**src/usb_pkg.sv**
```systemverilog
package usb_pkg;

  ////////////////////
  // line level

  // recovered line state, encoded as the {dp, dn} pair
  typedef enum logic [1:0] {
    LS_SE0 = 2'b00,
    LS_K   = 2'b01,
    LS_J   = 2'b10,
    LS_SE1 = 2'b11
  } line_state_t;

  ////////////////////
  // packet level

  typedef logic [3:0] pid_t;

  // packet type lives in pid bits [1:0]
  localparam logic [1:0] PT_SPECIAL   = 2'b00;
  localparam logic [1:0] PT_TOKEN     = 2'b01;
  localparam logic [1:0] PT_HANDSHAKE = 2'b10;
  localparam logic [1:0] PT_DATA      = 2'b11;

  // crc5 covers token fields, crc16 covers data payloads
  localparam logic [4:0]  CRC5_POLY     = 5'b00101;
  localparam logic [4:0]  CRC5_SEED     = 5'b11111;
  localparam logic [4:0]  CRC5_RESIDUE  = 5'b01100;
  localparam logic [15:0] CRC16_POLY    = 16'h8005;
  localparam logic [15:0] CRC16_SEED    = 16'hffff;
  localparam logic [15:0] CRC16_RESIDUE = 16'b1000000000001101;

  // one record per received packet, 26 bits
  typedef struct packed {
    pid_t        pid;
    logic        ok;
    logic [10:0] token_payload;
    // includes the two crc16 bytes
    logic [9:0]  byte_count;
  } usb_pkt_rec_t;

endpackage

```
**src/usb_rx_reg_pkg.sv**
```systemverilog
package usb_rx_reg_pkg;

  localparam int APB_ADDR_W = 4;

  // register offsets
  localparam logic [APB_ADDR_W-1:0] REG_STATUS = 4'h0;
  localparam logic [APB_ADDR_W-1:0] REG_PKT    = 4'h4;
  localparam logic [APB_ADDR_W-1:0] REG_DATA   = 4'h8;
  localparam logic [APB_ADDR_W-1:0] REG_CLEAR  = 4'hc;

  // status bit positions, overflow bits are also the w1c positions in REG_CLEAR
  localparam int STAT_PKT_AVAIL  = 0;
  localparam int STAT_DATA_AVAIL = 1;
  localparam int STAT_PKT_OVF    = 2;
  localparam int STAT_DATA_OVF   = 3;

endpackage

```
**src/usb_bit_if.sv**
```systemverilog
`timescale 1ns/100ps

// unstuffed bit stream from framer to decoder, no back-pressure
interface usb_bit_if;
  // sync seen
  logic start;
  logic bit_valid;
  logic bit_data;
  // eop seen
  logic done;

  modport producer (output start, output bit_valid, output bit_data, output done);
  modport consumer (input start, input bit_valid, input bit_data, input done);
endinterface

```
**src/usb_line_recovery.sv**
```systemverilog
`timescale 1ns/100ps

module usb_line_recovery (
  input  logic                clk_48mhz,
  input  logic                reset,
  input  logic                dp,
  input  logic                dn,
  output usb_pkg::line_state_t line_state,
  output logic                sample
);

  // {dp, dn} through two flops
  logic [1:0] pair_meta;
  logic [1:0] pair_sync;
  logic       in_transition;
  logic [1:0] bit_phase;

  always_ff @(posedge clk_48mhz) begin
    if (reset) begin
      // idle bus is J
      pair_meta <= 2'b10;
      pair_sync <= 2'b10;
    end else begin
      pair_meta <= {dp, dn};
      pair_sync <= pair_meta;
    end
  end

  ////////////////////
  // line state machine

  // any change parks one clock in transition before the new state settles,
  // so a pair that moves one clock apart still lands on the right state
  always_ff @(posedge clk_48mhz) begin
    if (reset) begin
      in_transition <= 1'b0;
      line_state    <= usb_pkg::LS_J;
      bit_phase     <= 2'd0;
    end else begin
      if (in_transition) begin
        in_transition <= 1'b0;
        line_state    <= usb_pkg::line_state_t'(pair_sync);
      end else if (pair_sync != line_state) begin
        in_transition <= 1'b1;
      end
      // phase realigns on every line edge
      bit_phase <= in_transition ? 2'd0 : bit_phase + 2'd1;
    end
  end

  // one strobe per 4 clock bit, near mid bit
  assign sample = !in_transition && (bit_phase == 2'd1);

endmodule

```
**src/usb_packet_decoder.sv**
```systemverilog
`timescale 1ns/100ps

module usb_packet_decoder (
  input  logic                  clk_48mhz,
  input  logic                  reset,
  usb_bit_if.consumer           bits,
  output logic                  byte_push,
  output logic [7:0]            byte_data,
  output logic                  rec_push,
  output usb_pkg::usb_pkt_rec_t rec
);

  // pid plus complement, lsb first
  logic [7:0]  pid_sr;
  logic [3:0]  pid_bits;
  logic        pid_done;
  logic        pid_ok;
  logic [4:0]  crc5;
  logic [15:0] crc16;
  logic        crc5_fb;
  logic        crc16_fb;
  logic [10:0] token_sr;
  logic [3:0]  token_bits;
  logic [6:0]  byte_sr;
  logic [2:0]  bit_in_byte;
  logic [9:0]  byte_count;
  logic        body_bit;
  logic        is_token;
  logic        is_data;
  logic        is_handshake;
  logic        pkt_ok;

  assign pid_done = pid_bits[3];
  assign pid_ok   = (pid_sr[3:0] == ~pid_sr[7:4]);
  // every bit after the pid feeds the crcs
  assign body_bit = bits.bit_valid && pid_done;

  assign is_token     = (pid_sr[1:0] == usb_pkg::PT_TOKEN);
  assign is_data      = (pid_sr[1:0] == usb_pkg::PT_DATA);
  assign is_handshake = (pid_sr[1:0] == usb_pkg::PT_HANDSHAKE);

  assign crc5_fb  = bits.bit_data ^ crc5[4];
  assign crc16_fb = bits.bit_data ^ crc16[15];

  // special pids never count as good
  assign pkt_ok = pid_done && pid_ok &&
                  (is_handshake ||
                   (is_token && (crc5 == usb_pkg::CRC5_RESIDUE)) ||
                   (is_data && (crc16 == usb_pkg::CRC16_RESIDUE)));

  ////////////////////
  // bit counters

  always_ff @(posedge clk_48mhz) begin
    if (reset) begin
      pid_bits    <= 4'd0;
      token_bits  <= 4'd0;
      bit_in_byte <= 3'd0;
      byte_count  <= 10'd0;
      byte_push   <= 1'b0;
      rec_push    <= 1'b0;
    end else begin
      byte_push <= 1'b0;
      rec_push  <= bits.done;
      if (bits.start) begin
        pid_bits    <= 4'd0;
        token_bits  <= 4'd0;
        bit_in_byte <= 3'd0;
        byte_count  <= 10'd0;
      end else if (bits.bit_valid && !pid_done) begin
        pid_bits <= pid_bits + 4'd1;
      end else if (body_bit) begin
        if (is_token && (token_bits != 4'd11)) begin
          token_bits <= token_bits + 4'd1;
        end
        if (is_data) begin
          bit_in_byte <= bit_in_byte + 3'd1;
          // eighth bit of a byte, crc bytes included
          if (bit_in_byte == 3'd7) begin
            byte_push  <= 1'b1;
            byte_count <= byte_count + 10'd1;
          end
        end
      end
    end
  end

  ////////////////////
  // shifters and crcs

  always_ff @(posedge clk_48mhz) begin
    if (bits.start) begin
      crc5     <= usb_pkg::CRC5_SEED;
      crc16    <= usb_pkg::CRC16_SEED;
      // non-token packets report a zero payload
      token_sr <= 11'd0;
    end else if (bits.bit_valid && !pid_done) begin
      pid_sr <= {bits.bit_data, pid_sr[7:1]};
    end else if (body_bit) begin
      crc5  <= {crc5[3:0], 1'b0} ^ (crc5_fb ? usb_pkg::CRC5_POLY : 5'd0);
      crc16 <= {crc16[14:0], 1'b0} ^ (crc16_fb ? usb_pkg::CRC16_POLY : 16'd0);
      // addr lands in [6:0], endp in [10:7]
      if (is_token && (token_bits != 4'd11)) begin
        token_sr <= {bits.bit_data, token_sr[10:1]};
      end
      if (is_data) begin
        byte_sr <= {bits.bit_data, byte_sr[6:1]};
        if (bit_in_byte == 3'd7) begin
          byte_data <= {bits.bit_data, byte_sr};
        end
      end
    end

    // record is loaded on the same edge that raises rec_push
    if (bits.done) begin
      rec.pid           <= pid_sr[3:0];
      rec.ok            <= pkt_ok;
      rec.token_payload <= token_sr;
      rec.byte_count    <= byte_count;
    end
  end

endmodule

```
**src/usb_packet_framer.sv**
```systemverilog
`timescale 1ns/100ps

module usb_packet_framer (
  input  logic                clk_48mhz,
  input  logic                reset,
  input  usb_pkg::line_state_t line_state,
  input  logic                sample,
  usb_bit_if.producer         bits
);

  // last three sampled states, newest in [1:0]
  logic [5:0] line_hist;
  logic       in_packet;
  // run of decoded ones, a stuffed zero follows six
  logic [2:0] ones_count;
  logic       cur_jk;
  logic       prev_jk;
  logic       nrzi_bit;
  logic       raw_valid;
  logic       stuffed;

  ////////////////////
  // sync and eop

  // tail of sync KJKJKK, the current sample gives the final K
  assign bits.start = sample && !in_packet && (line_state == usb_pkg::LS_K) &&
                      (line_hist == {usb_pkg::LS_K, usb_pkg::LS_J, usb_pkg::LS_K});

  // two se0 samples end the packet
  assign bits.done = sample && in_packet && (line_state == usb_pkg::LS_SE0) &&
                     (line_hist[1:0] == usb_pkg::LS_SE0);

  ////////////////////
  // nrzi and unstuffing

  assign cur_jk  = (line_state == usb_pkg::LS_J) || (line_state == usb_pkg::LS_K);
  assign prev_jk = (line_hist[1:0] == usb_pkg::LS_J) || (line_hist[1:0] == usb_pkg::LS_K);

  // no change on the line means 1
  assign nrzi_bit  = (line_state == line_hist[1:0]);
  assign raw_valid = sample && in_packet && cur_jk && prev_jk;
  assign stuffed   = (ones_count == 3'd6);

  assign bits.bit_valid = raw_valid && !stuffed;
  assign bits.bit_data  = nrzi_bit;

  always_ff @(posedge clk_48mhz) begin
    if (reset) begin
      line_hist  <= {usb_pkg::LS_J, usb_pkg::LS_J, usb_pkg::LS_J};
      in_packet  <= 1'b0;
      ones_count <= 3'd0;
    end else begin
      if (sample) begin
        line_hist <= {line_hist[3:0], line_state};
      end

      if (bits.start) begin
        in_packet <= 1'b1;
      end else if (bits.done) begin
        in_packet <= 1'b0;
      end

      if (bits.start || bits.done) begin
        ones_count <= 3'd0;
      end else if (raw_valid) begin
        // stuffed bit is dropped and breaks the run
        if (stuffed || !nrzi_bit) begin
          ones_count <= 3'd0;
        end else begin
          ones_count <= ones_count + 3'd1;
        end
      end
    end
  end

endmodule

```
**src/usb_rx_apb_regs.sv**
```systemverilog
`timescale 1ns/100ps

module usb_rx_apb_regs (
  input  logic                                clk_48mhz,
  input  logic                                reset,
  input  logic                                psel,
  input  logic                                penable,
  input  logic                                pwrite,
  input  logic [usb_rx_reg_pkg::APB_ADDR_W-1:0] paddr,
  input  logic [31:0]                         pwdata,
  output logic [31:0]                         prdata,
  output logic                                pready,
  output logic                                pslverr,
  input  usb_pkg::usb_pkt_rec_t               pkt_head,
  input  logic                                pkt_empty,
  input  logic                                pkt_ovf,
  output logic                                pkt_pop,
  output logic                                pkt_ovf_clear,
  input  logic [7:0]                          data_head,
  input  logic                                data_empty,
  input  logic                                data_ovf,
  output logic                                data_pop,
  output logic                                data_ovf_clear
);

  logic        mapped;
  logic        rd_done;
  logic        wr_done;
  logic [31:0] status;

  ////////////////////
  // wait state

  // first access cycle arms pready, second one completes
  always_ff @(posedge clk_48mhz) begin
    if (reset) begin
      pready <= 1'b0;
    end else begin
      pready <= psel && penable && !pready;
    end
  end

  assign mapped = (paddr == usb_rx_reg_pkg::REG_STATUS) ||
                  (paddr == usb_rx_reg_pkg::REG_PKT) ||
                  (paddr == usb_rx_reg_pkg::REG_DATA) ||
                  (paddr == usb_rx_reg_pkg::REG_CLEAR);

  assign pslverr = pready && !mapped;
  assign rd_done = pready && psel && penable && !pwrite;
  assign wr_done = pready && psel && penable && pwrite;

  // pops land on the completing cycle, fifo moves on the next edge
  assign pkt_pop  = rd_done && (paddr == usb_rx_reg_pkg::REG_PKT) && !pkt_empty;
  assign data_pop = rd_done && (paddr == usb_rx_reg_pkg::REG_DATA) && !data_empty;

  // write one to clear
  assign pkt_ovf_clear  = wr_done && (paddr == usb_rx_reg_pkg::REG_CLEAR) &&
                          pwdata[usb_rx_reg_pkg::STAT_PKT_OVF];
  assign data_ovf_clear = wr_done && (paddr == usb_rx_reg_pkg::REG_CLEAR) &&
                          pwdata[usb_rx_reg_pkg::STAT_DATA_OVF];

  ////////////////////
  // read mux

  always_comb begin
    status = 32'd0;
    status[usb_rx_reg_pkg::STAT_PKT_AVAIL]  = !pkt_empty;
    status[usb_rx_reg_pkg::STAT_DATA_AVAIL] = !data_empty;
    status[usb_rx_reg_pkg::STAT_PKT_OVF]    = pkt_ovf;
    status[usb_rx_reg_pkg::STAT_DATA_OVF]   = data_ovf;
  end

  // empty fifos read as zero
  always_comb begin
    prdata = 32'd0;
    case (paddr)
      usb_rx_reg_pkg::REG_STATUS: prdata = status;
      usb_rx_reg_pkg::REG_PKT:    prdata = pkt_empty ? 32'd0 : 32'(pkt_head);
      usb_rx_reg_pkg::REG_DATA:   prdata = data_empty ? 32'd0 : {24'd0, data_head};
      default:                    prdata = 32'd0;
    endcase
  end

endmodule

```
**src/usb_rx_fifo.sv**
```systemverilog
`timescale 1ns/100ps

module usb_rx_fifo #(
  parameter type payload_t = logic [7:0],
  parameter int  DEPTH     = 4
) (
  input  logic     clk_48mhz,
  input  logic     reset,
  input  logic     push,
  input  payload_t push_data,
  input  logic     pop,
  output payload_t head,
  output logic     empty,
  output logic     overflow,
  input  logic     ovf_clear
);

  localparam int PTR_W = $clog2(DEPTH);
  localparam int CNT_W = PTR_W + 1;

  payload_t         mem [DEPTH];
  logic [PTR_W-1:0] wr_ptr;
  logic [PTR_W-1:0] rd_ptr;
  logic [CNT_W-1:0] count;
  logic             full;
  logic             do_push;
  logic             do_pop;

  assign full    = (count == CNT_W'(DEPTH));
  assign empty   = (count == '0);
  // a push into a full buffer is lost
  assign do_push = push && !full;
  assign do_pop  = pop && !empty;
  assign head    = mem[rd_ptr];

  always_ff @(posedge clk_48mhz) begin
    if (do_push) begin
      mem[wr_ptr] <= push_data;
    end
  end

  always_ff @(posedge clk_48mhz) begin
    if (reset) begin
      wr_ptr   <= '0;
      rd_ptr   <= '0;
      count    <= '0;
      overflow <= 1'b0;
    end else begin
      if (do_push) begin
        wr_ptr <= (wr_ptr == PTR_W'(DEPTH - 1)) ? '0 : wr_ptr + PTR_W'(1);
      end
      if (do_pop) begin
        rd_ptr <= (rd_ptr == PTR_W'(DEPTH - 1)) ? '0 : rd_ptr + PTR_W'(1);
      end
      case ({do_push, do_pop})
        2'b10:   count <= count + CNT_W'(1);
        2'b01:   count <= count - CNT_W'(1);
        default: count <= count;
      endcase
      // new drop beats a clear in the same cycle
      if (push && full) begin
        overflow <= 1'b1;
      end else if (ovf_clear) begin
        overflow <= 1'b0;
      end
    end
  end

endmodule

```
**src/usb_rx_top.sv**
```systemverilog
`timescale 1ns/100ps

module usb_rx_top #(
  parameter int PKT_FIFO_DEPTH  = 4,
  parameter int DATA_FIFO_DEPTH = 64
) (
  input  logic                                clk_48mhz,
  input  logic                                reset,
  input  logic                                dp,
  input  logic                                dn,
  input  logic                                psel,
  input  logic                                penable,
  input  logic                                pwrite,
  input  logic [usb_rx_reg_pkg::APB_ADDR_W-1:0] paddr,
  input  logic [31:0]                         pwdata,
  output logic [31:0]                         prdata,
  output logic                                pready,
  output logic                                pslverr
);

  usb_pkg::line_state_t  line_state;
  logic                  sample;
  logic                  byte_push;
  logic [7:0]            byte_data;
  logic                  rec_push;
  usb_pkg::usb_pkt_rec_t rec;
  usb_pkg::usb_pkt_rec_t pkt_head;
  logic                  pkt_empty;
  logic                  pkt_ovf;
  logic                  pkt_pop;
  logic                  pkt_ovf_clear;
  logic [7:0]            data_head;
  logic                  data_empty;
  logic                  data_ovf;
  logic                  data_pop;
  logic                  data_ovf_clear;

  usb_bit_if bit_bus ();

  ////////////////////
  // receive pipeline

  usb_line_recovery line_rec (
    .clk_48mhz (clk_48mhz),
    .reset     (reset),
    .dp        (dp),
    .dn        (dn),
    .line_state(line_state),
    .sample    (sample)
  );

  usb_packet_framer framer (
    .clk_48mhz (clk_48mhz),
    .reset     (reset),
    .line_state(line_state),
    .sample    (sample),
    .bits      (bit_bus)
  );

  usb_packet_decoder decoder (
    .clk_48mhz(clk_48mhz),
    .reset    (reset),
    .bits     (bit_bus),
    .byte_push(byte_push),
    .byte_data(byte_data),
    .rec_push (rec_push),
    .rec      (rec)
  );

  ////////////////////
  // storage and bus

  // one record per packet
  usb_rx_fifo #(
    .payload_t(usb_pkg::usb_pkt_rec_t),
    .DEPTH    (PKT_FIFO_DEPTH)
  ) pkt_fifo (
    .clk_48mhz(clk_48mhz),
    .reset    (reset),
    .push     (rec_push),
    .push_data(rec),
    .pop      (pkt_pop),
    .head     (pkt_head),
    .empty    (pkt_empty),
    .overflow (pkt_ovf),
    .ovf_clear(pkt_ovf_clear)
  );

  // data bytes of all data packets, crc bytes included
  usb_rx_fifo #(
    .payload_t(logic [7:0]),
    .DEPTH    (DATA_FIFO_DEPTH)
  ) data_fifo (
    .clk_48mhz(clk_48mhz),
    .reset    (reset),
    .push     (byte_push),
    .push_data(byte_data),
    .pop      (data_pop),
    .head     (data_head),
    .empty    (data_empty),
    .overflow (data_ovf),
    .ovf_clear(data_ovf_clear)
  );

  usb_rx_apb_regs regs (
    .clk_48mhz     (clk_48mhz),
    .reset         (reset),
    .psel          (psel),
    .penable       (penable),
    .pwrite        (pwrite),
    .paddr         (paddr),
    .pwdata        (pwdata),
    .prdata        (prdata),
    .pready        (pready),
    .pslverr       (pslverr),
    .pkt_head      (pkt_head),
    .pkt_empty     (pkt_empty),
    .pkt_ovf       (pkt_ovf),
    .pkt_pop       (pkt_pop),
    .pkt_ovf_clear (pkt_ovf_clear),
    .data_head     (data_head),
    .data_empty    (data_empty),
    .data_ovf      (data_ovf),
    .data_pop      (data_pop),
    .data_ovf_clear(data_ovf_clear)
  );

endmodule
```
**config.mk**
```make
export PLATFORM = sky130hd
export DESIGN_NAME = usb_rx_top
export DESIGN_NICKNAME = d
export VERILOG_FILES = /design/src/usb_pkg.sv /design/src/usb_rx_reg_pkg.sv /design/src/usb_bit_if.sv /design/src/usb_line_recovery.sv /design/src/usb_packet_decoder.sv /design/src/usb_packet_framer.sv /design/src/usb_rx_apb_regs.sv /design/src/usb_rx_fifo.sv /design/src/usb_rx_top.sv
export SDC_FILE = /design/constraint.sdc
export NUM_CORES = 1
export LEC_CHECK = 0
export BUFFER_PORTS_ARGS = -buffer_cell sky130_fd_sc_hd__buf_2
export CORE_ASPECT_RATIO = 1.4
export CORE_MARGIN = 2
export CORE_UTILIZATION = 30
export DETAILED_ROUTE_END_ITERATION = 10
export PLACE_DENSITY = 0.48
export REMOVE_ABC_BUFFERS = 1
export SLEW_MARGIN = 20
export SYNTH_ARGS = -nofsm -noshare
export SYNTH_HDL_FRONTEND = slang
export SYNTH_SLANG_ARGS = --single-unit
```
**constraint.sdc**
```tcl
create_clock -name clk_48mhz -period 5.1 [get_ports clk_48mhz]
set_input_delay 0.255 -clock clk_48mhz [delete_from_list [all_inputs] [get_ports clk_48mhz]]
set_output_delay 0.255 -clock clk_48mhz [all_outputs]
set_load 0.05 [all_outputs]
```
* After elaboration in Yosys (flattened, before gate mapping) *
Memories as Yosys holds them, arrays and structs flattened. A register that Yosys moved wholly into a read port is not among the register bits.
Cells that the tools add are included.

storage, ports and cells
  bits in registers = 152
  memory bits (writable) = 616
  bits of input ports = 43
  output and inout bits = 34
  memories = 2

cells by class
  add/sub/neg operators = 14
  eq/ne operators = 30
  multiplexer cells = 28
  bitwise gates (word level) = 9
  reductions and logical operators = 79

memories
  name           depth  bits a word  read ports  clocked after memory_dff  write ports  RTL line           source
  data_fifo.mem  64     8            1           1                         1            usb_rx_fifo.sv:21  payload_t mem [DEPTH];
  pkt_fifo.mem   4      26           1           1                         1            usb_rx_fifo.sv:21

operator list
  kind                     number
  $pmux W32 S3             1
  $logic_and A1 B1 Y1      37
  $mux W26                 1
  $mux W6                  4
  $eq A16 B16 Y1 const B   1
  $eq A2 B2 Y1 const B     8
  $mux W16                 1
  $xor A16 B16 Y16         1
  $pmux W7 S2              1
  $add A6 B1 Y6 const B    2
  $eq A2 B1 Y1 const B     6
  $eq A6 B6 Y1 const B     2
  $logic_not A1 Y1         12
  $mux W1                  12
  $add A10 B1 Y10 const B  1
  $reduce_bool A2 Y1       5
  $add A3 B1 Y3 const B    3
  $eq A3 B3 Y1 const B     3
  $logic_or A1 B1 Y1       9
  $add A4 B1 Y4 const B    2
  $eq A4 B4 Y1 const B     2
  $mux W2                  4
  $mux W8                  1
  $reduce_and A4 Y1        2
  27 further kinds         39

* Longest topological paths before layout *
  depth after elaboration = 9
  depth in mapped cells = 15
  gate-level depth less buffers = 12

* Modules after synthesis *
From an unflattened synthesis, not the netlist that was laid out.

second synthesis, totals
  cell total of the unflattened synthesis = 1,698
  area total of the unflattened synthesis = 30,720.7 um^2

by module, submodules not included
  module                   times used  cells each  area an instance (um^2)  sequential area each (um^2)
  usb_rx_fifo (data_fifo)  1           1,067       21,335.5                 15,895.2
  usb_rx_fifo (pkt_fifo)   1           191         4,267.8                  3,323.2
  usb_packet_decoder       1           293         3,822.4                  2,572.5
  usb_packet_framer        1           58          581.8                    200.2
  usb_rx_apb_regs          1           63          415.4                    20.0
  usb_line_recovery        1           26          297.8                    180.2

* Worst setup path before layout *
OpenSTA, ideal clock, no wires.

  path type = reg2reg
  from = reg data_fifo.count[2]
  to = reg data_fifo.count[6]
  library setup time = 0.059 ns
  arrival time = 3.482 ns
  required time = 5.041 ns
  path slack = 1.559 ns
  cell stages (with the launch flop) = 16
  buffers on the path = 3
  clock period less this slack = 3.541 ns
  cell sequence = dfxtp_1 > clkbuf_1 > nor2_1 > a31oi_1 > and3_1 > buf_2 > ha_1 > clkbuf_1 > xor2_1 > ha_1 > a21oi_1 > and3b_1 > a221oi_1 > a221oi_1 > or4_1 > nand2_1

between the ends
  word-level cells in the longest chain between the ends = 6
  elaborated cells between the ends (all ways) = 13
  classes of those cells = add/sub: 2; eq/ne: 3; mux: 1; reduce/logical: 7

ends and longest elaborated chain
  element                                                RTL line           source
  start, declared                                        usb_rx_fifo.sv:24  logic [CNT_W-1:0] count;
  start signal, assigned                                 usb_rx_fifo.sv:56  2'b10: count <= count + CNT_W'(1);
  start signal, assigned                                 usb_rx_fifo.sv:57  2'b01: count <= count - CNT_W'(1);
  start signal, assigned                                 usb_rx_fifo.sv:58  default: count <= count;
  branches (longest 6 deep; another with $sub A7 B1 Y7)  --

Several ways; the timed one is not identified.
A chain may end at the register's enable or synchronous reset.

==> results.yml <==
worst_setup_path:
  arrival_ns: 3.95
  crit_type: "flop to output pin"
  cp_max_fo: 31
  cp.required_ns: 4.85
  start_kind: "flop"
  endpoint_kind: "output pin"
place:
  hpwl_um: 44700
  io_buffers: 40
  place.gp.congestion: 0.809
  dp.cells: 2986
  pre_cts_ws_ns: 1.18
yosys:
  synth_seq_cells: 776
  synthArstFlopShare_pct: 0
  synth_top_area_cell: "edfxtp_1"
  synth_cell_type_count: 67
  synthSimpleGateAreaFrac_pct: 6.43
  synth_top_area_share_pct: 66.3
  synth_xor_area_share_pct: 1.25
  synthFlopType: "edfxtp_1"
  syn_avg_cell_area_sq_um: 18.0
  yosysWarnings: 0
  synth_top_family_by_area: "multiplexers"
  yosys.area_share.adder_pct: 1.02
  netlist_area_sq_mm: 0.0301
  synth_edf_count: 665
  ys_top_cells_by_area: "edfxtp_1 66%, mux4_2 12%, dfxtp_1 7.4%"
  synthCells: 1671
  yosysSeqAreaShare_pct: 73.7
  synth.most_common_cell: "edfxtp_1"
  synthMuxAreaShare_pct: 12.7
  synth_compound_area_share_pct: 3.03
  synth_common_cells: "665 x edfxtp_1, 158 x mux4_2, 134 x nor2_1"
final_layout:
  drive_gt1_share_pct: 20.0
  post-route-util_pct: 34.6
  final_cell_count_no_fill: 3131
  area_growth_pct: 14.3
  multi_input_area_sq_mm: 0.00740
  diodes: 0
  nFillCells: 9325
  regArea_sq_mm: 0.0222
  fin_nets: 1816
grt:
  antenna_found_initial: 2
  grt_overflow: 0
  grt_first_pass_wirelength_um: 105000
  grt_pass1_vias: 15800
  grt_start_max_net_pins: 65
  grt_usage_pct: 13.8
worst_hold_path:
  hp-class: "primary input to flop"
clock_tree:
  cts_resized: 0
  htree_levels: 3
  cts_buffers: 75
  clockBufferDepth: 3
  cts_tree: "done"
  cts-root-buf: "clkbuf_16"
  clk_latency_ns: 0.62
  cts_sinks: 776
  path_clk_slew_ns: 0.06
floorplanning:
  start_util_pct: 30.2
  core-area_sq_mm: 0.0996
  num_io_pins: 77
  die_w_um: 272
  die_y_um: 379
  dieArea_sq_mm: 0.103
  rows: 137
drt:
  wire_per_inst_um: 22.6
  wirelength_um: 70700
  via_count: 15100
  drc: 0
  drt-vias-per-instance: 4.81
  ant_nets: 0
  drtIter0Drc: 1094
  first_pass_iters: 5
sta:
  finalHoldViolCount: 0
  rsz0062_at_grt: "false"
  drv_slew: 0
  slew_headroom_pct: 34.7
  holdWs_ns: 0.0468
  tightest_slew_ns: 0.977
  fin_ws_ns: 0.895
  final.period_utilization_pct: 82.4
  clock_skew_ns: 0.0117
  fmax_mhz: 238
  setup_viol: 0
  min_period_ns: 4.20
power:
  powerDensity_mw_per_mm2: 365
  power_leakage_nw: 10.7
  total_power_mw: 12.6
  ir_drop_mv: 0.311
flow_run:
  cap_violations: 0
outcome:
  outcome: "finished, final reports clean"
==> layout make-up <==
cell class                 count  area share, %
clock buffer                 104           6.28
clock inverter                35           1.02
multi-input combinational    790           21.5
inverter                      19          0.207
timing repair buffer          87           1.74
sequential                   776           64.5
tap                         1320           4.80
==> logic make-up (layout without fill, tap and decap cells) <==
kind of cell / Yosys count / in the layout
simple gates: 397 / 397
compound gates: 134 / 134
fa+ha+maj: 24 / 24
flops: 776 / 776
buf+inv: 110 / 245
xor+xnor: 43 / 43
other cells: 1 / 6
mux: 186 / 186
==> placed cells by master (no fill, tap or decap), types with 17 or more instances in the layout <==
cell	Yosys	final
edfxtp_1	665	665
mux4_2	158	158
nor2_1	134	134
dfxtp_1	111	108
nand2_1	103	103
clkbuf_16	0	79
buf_2	16	40
buf_4	13	38
nand3_1	37	37
a21oi_1	33	33
and3_1	32	32
xor2_1	28	28
mux2i_1	27	27
ha_1	23	23
a22oi_1	21	21
inv_1	18	18
o22ai_1	17	17
==> path summary, 6_finish.rpt <==
check	from	endpoint	slack, ns	cells past startpoint
worst min register to register	line_rec.pair_meta[1]	line_rec.pair_sync[1]	0.42	1
worst min-delay path	pwrite	flop	0.05	4
worst max-delay path	flop	prdata[3]	0.90	7
worst max register to register	data_fifo.count[2]	data_fifo.count[6]	1.28	13
==> through the flow <==
stage	TNS, ns	cell area (sq um)
after detailed placement	0	31900
final	0	34400
after CTS	0	34400
after floorplan	-17.37	29700
after global placement	0	31800
after global routing	0	34400
==> sequential cells by signal (all words and copies together), names as in the netlist, 7 cells and up, named ones only <==
| register | cells |
|---|---|
| decoder.byte_count | 10 |
| decoder.crc16 | 16 |
| data_fifo.count | 7 |
| decoder.pid_sr | 8 |
| decoder.rec | 26 |
| decoder.token_sr | 11 |
| decoder.byte_sr | 7 |
| pkt_fifo.mem | 104 |
| decoder.byte_data | 8 |
| data_fifo.mem | 512 |
==> layer usage <==
metal | GRT usage [%] | wire [um] | share of wire (%)
met3 | 1.92 | 2660 | 3.8
met1 | 16.6 | 28800 | 41
met4 | 4.24 | 1690 | 2.4
met2 | 25.4 | 37600 | 53
met5 | 0 | 0 | 0
==> worst max-delay path: stages (launching register included) <==
cell	delay, ns
dfxtp_4	0.71
buf_12	0.33
mux4_2	0.56
o22ai_1	0.28
a2111oi_0	0.13
a211oi_1	0.56
o31ai_1	0.36
buf_2	0.31
==> power by group <==
group,switching (mW),internal [mW]
Combinational,0.0643,0.0263
Clock,2.39,3.28
Sequential,0.00761,6.79
==> repair_timing <==
action	in CTS	in global routing
buffers inserted	0	0
hold buffers	6	0
hold endpoints to repair	5	0
Power figures use the tool's default switching activity.
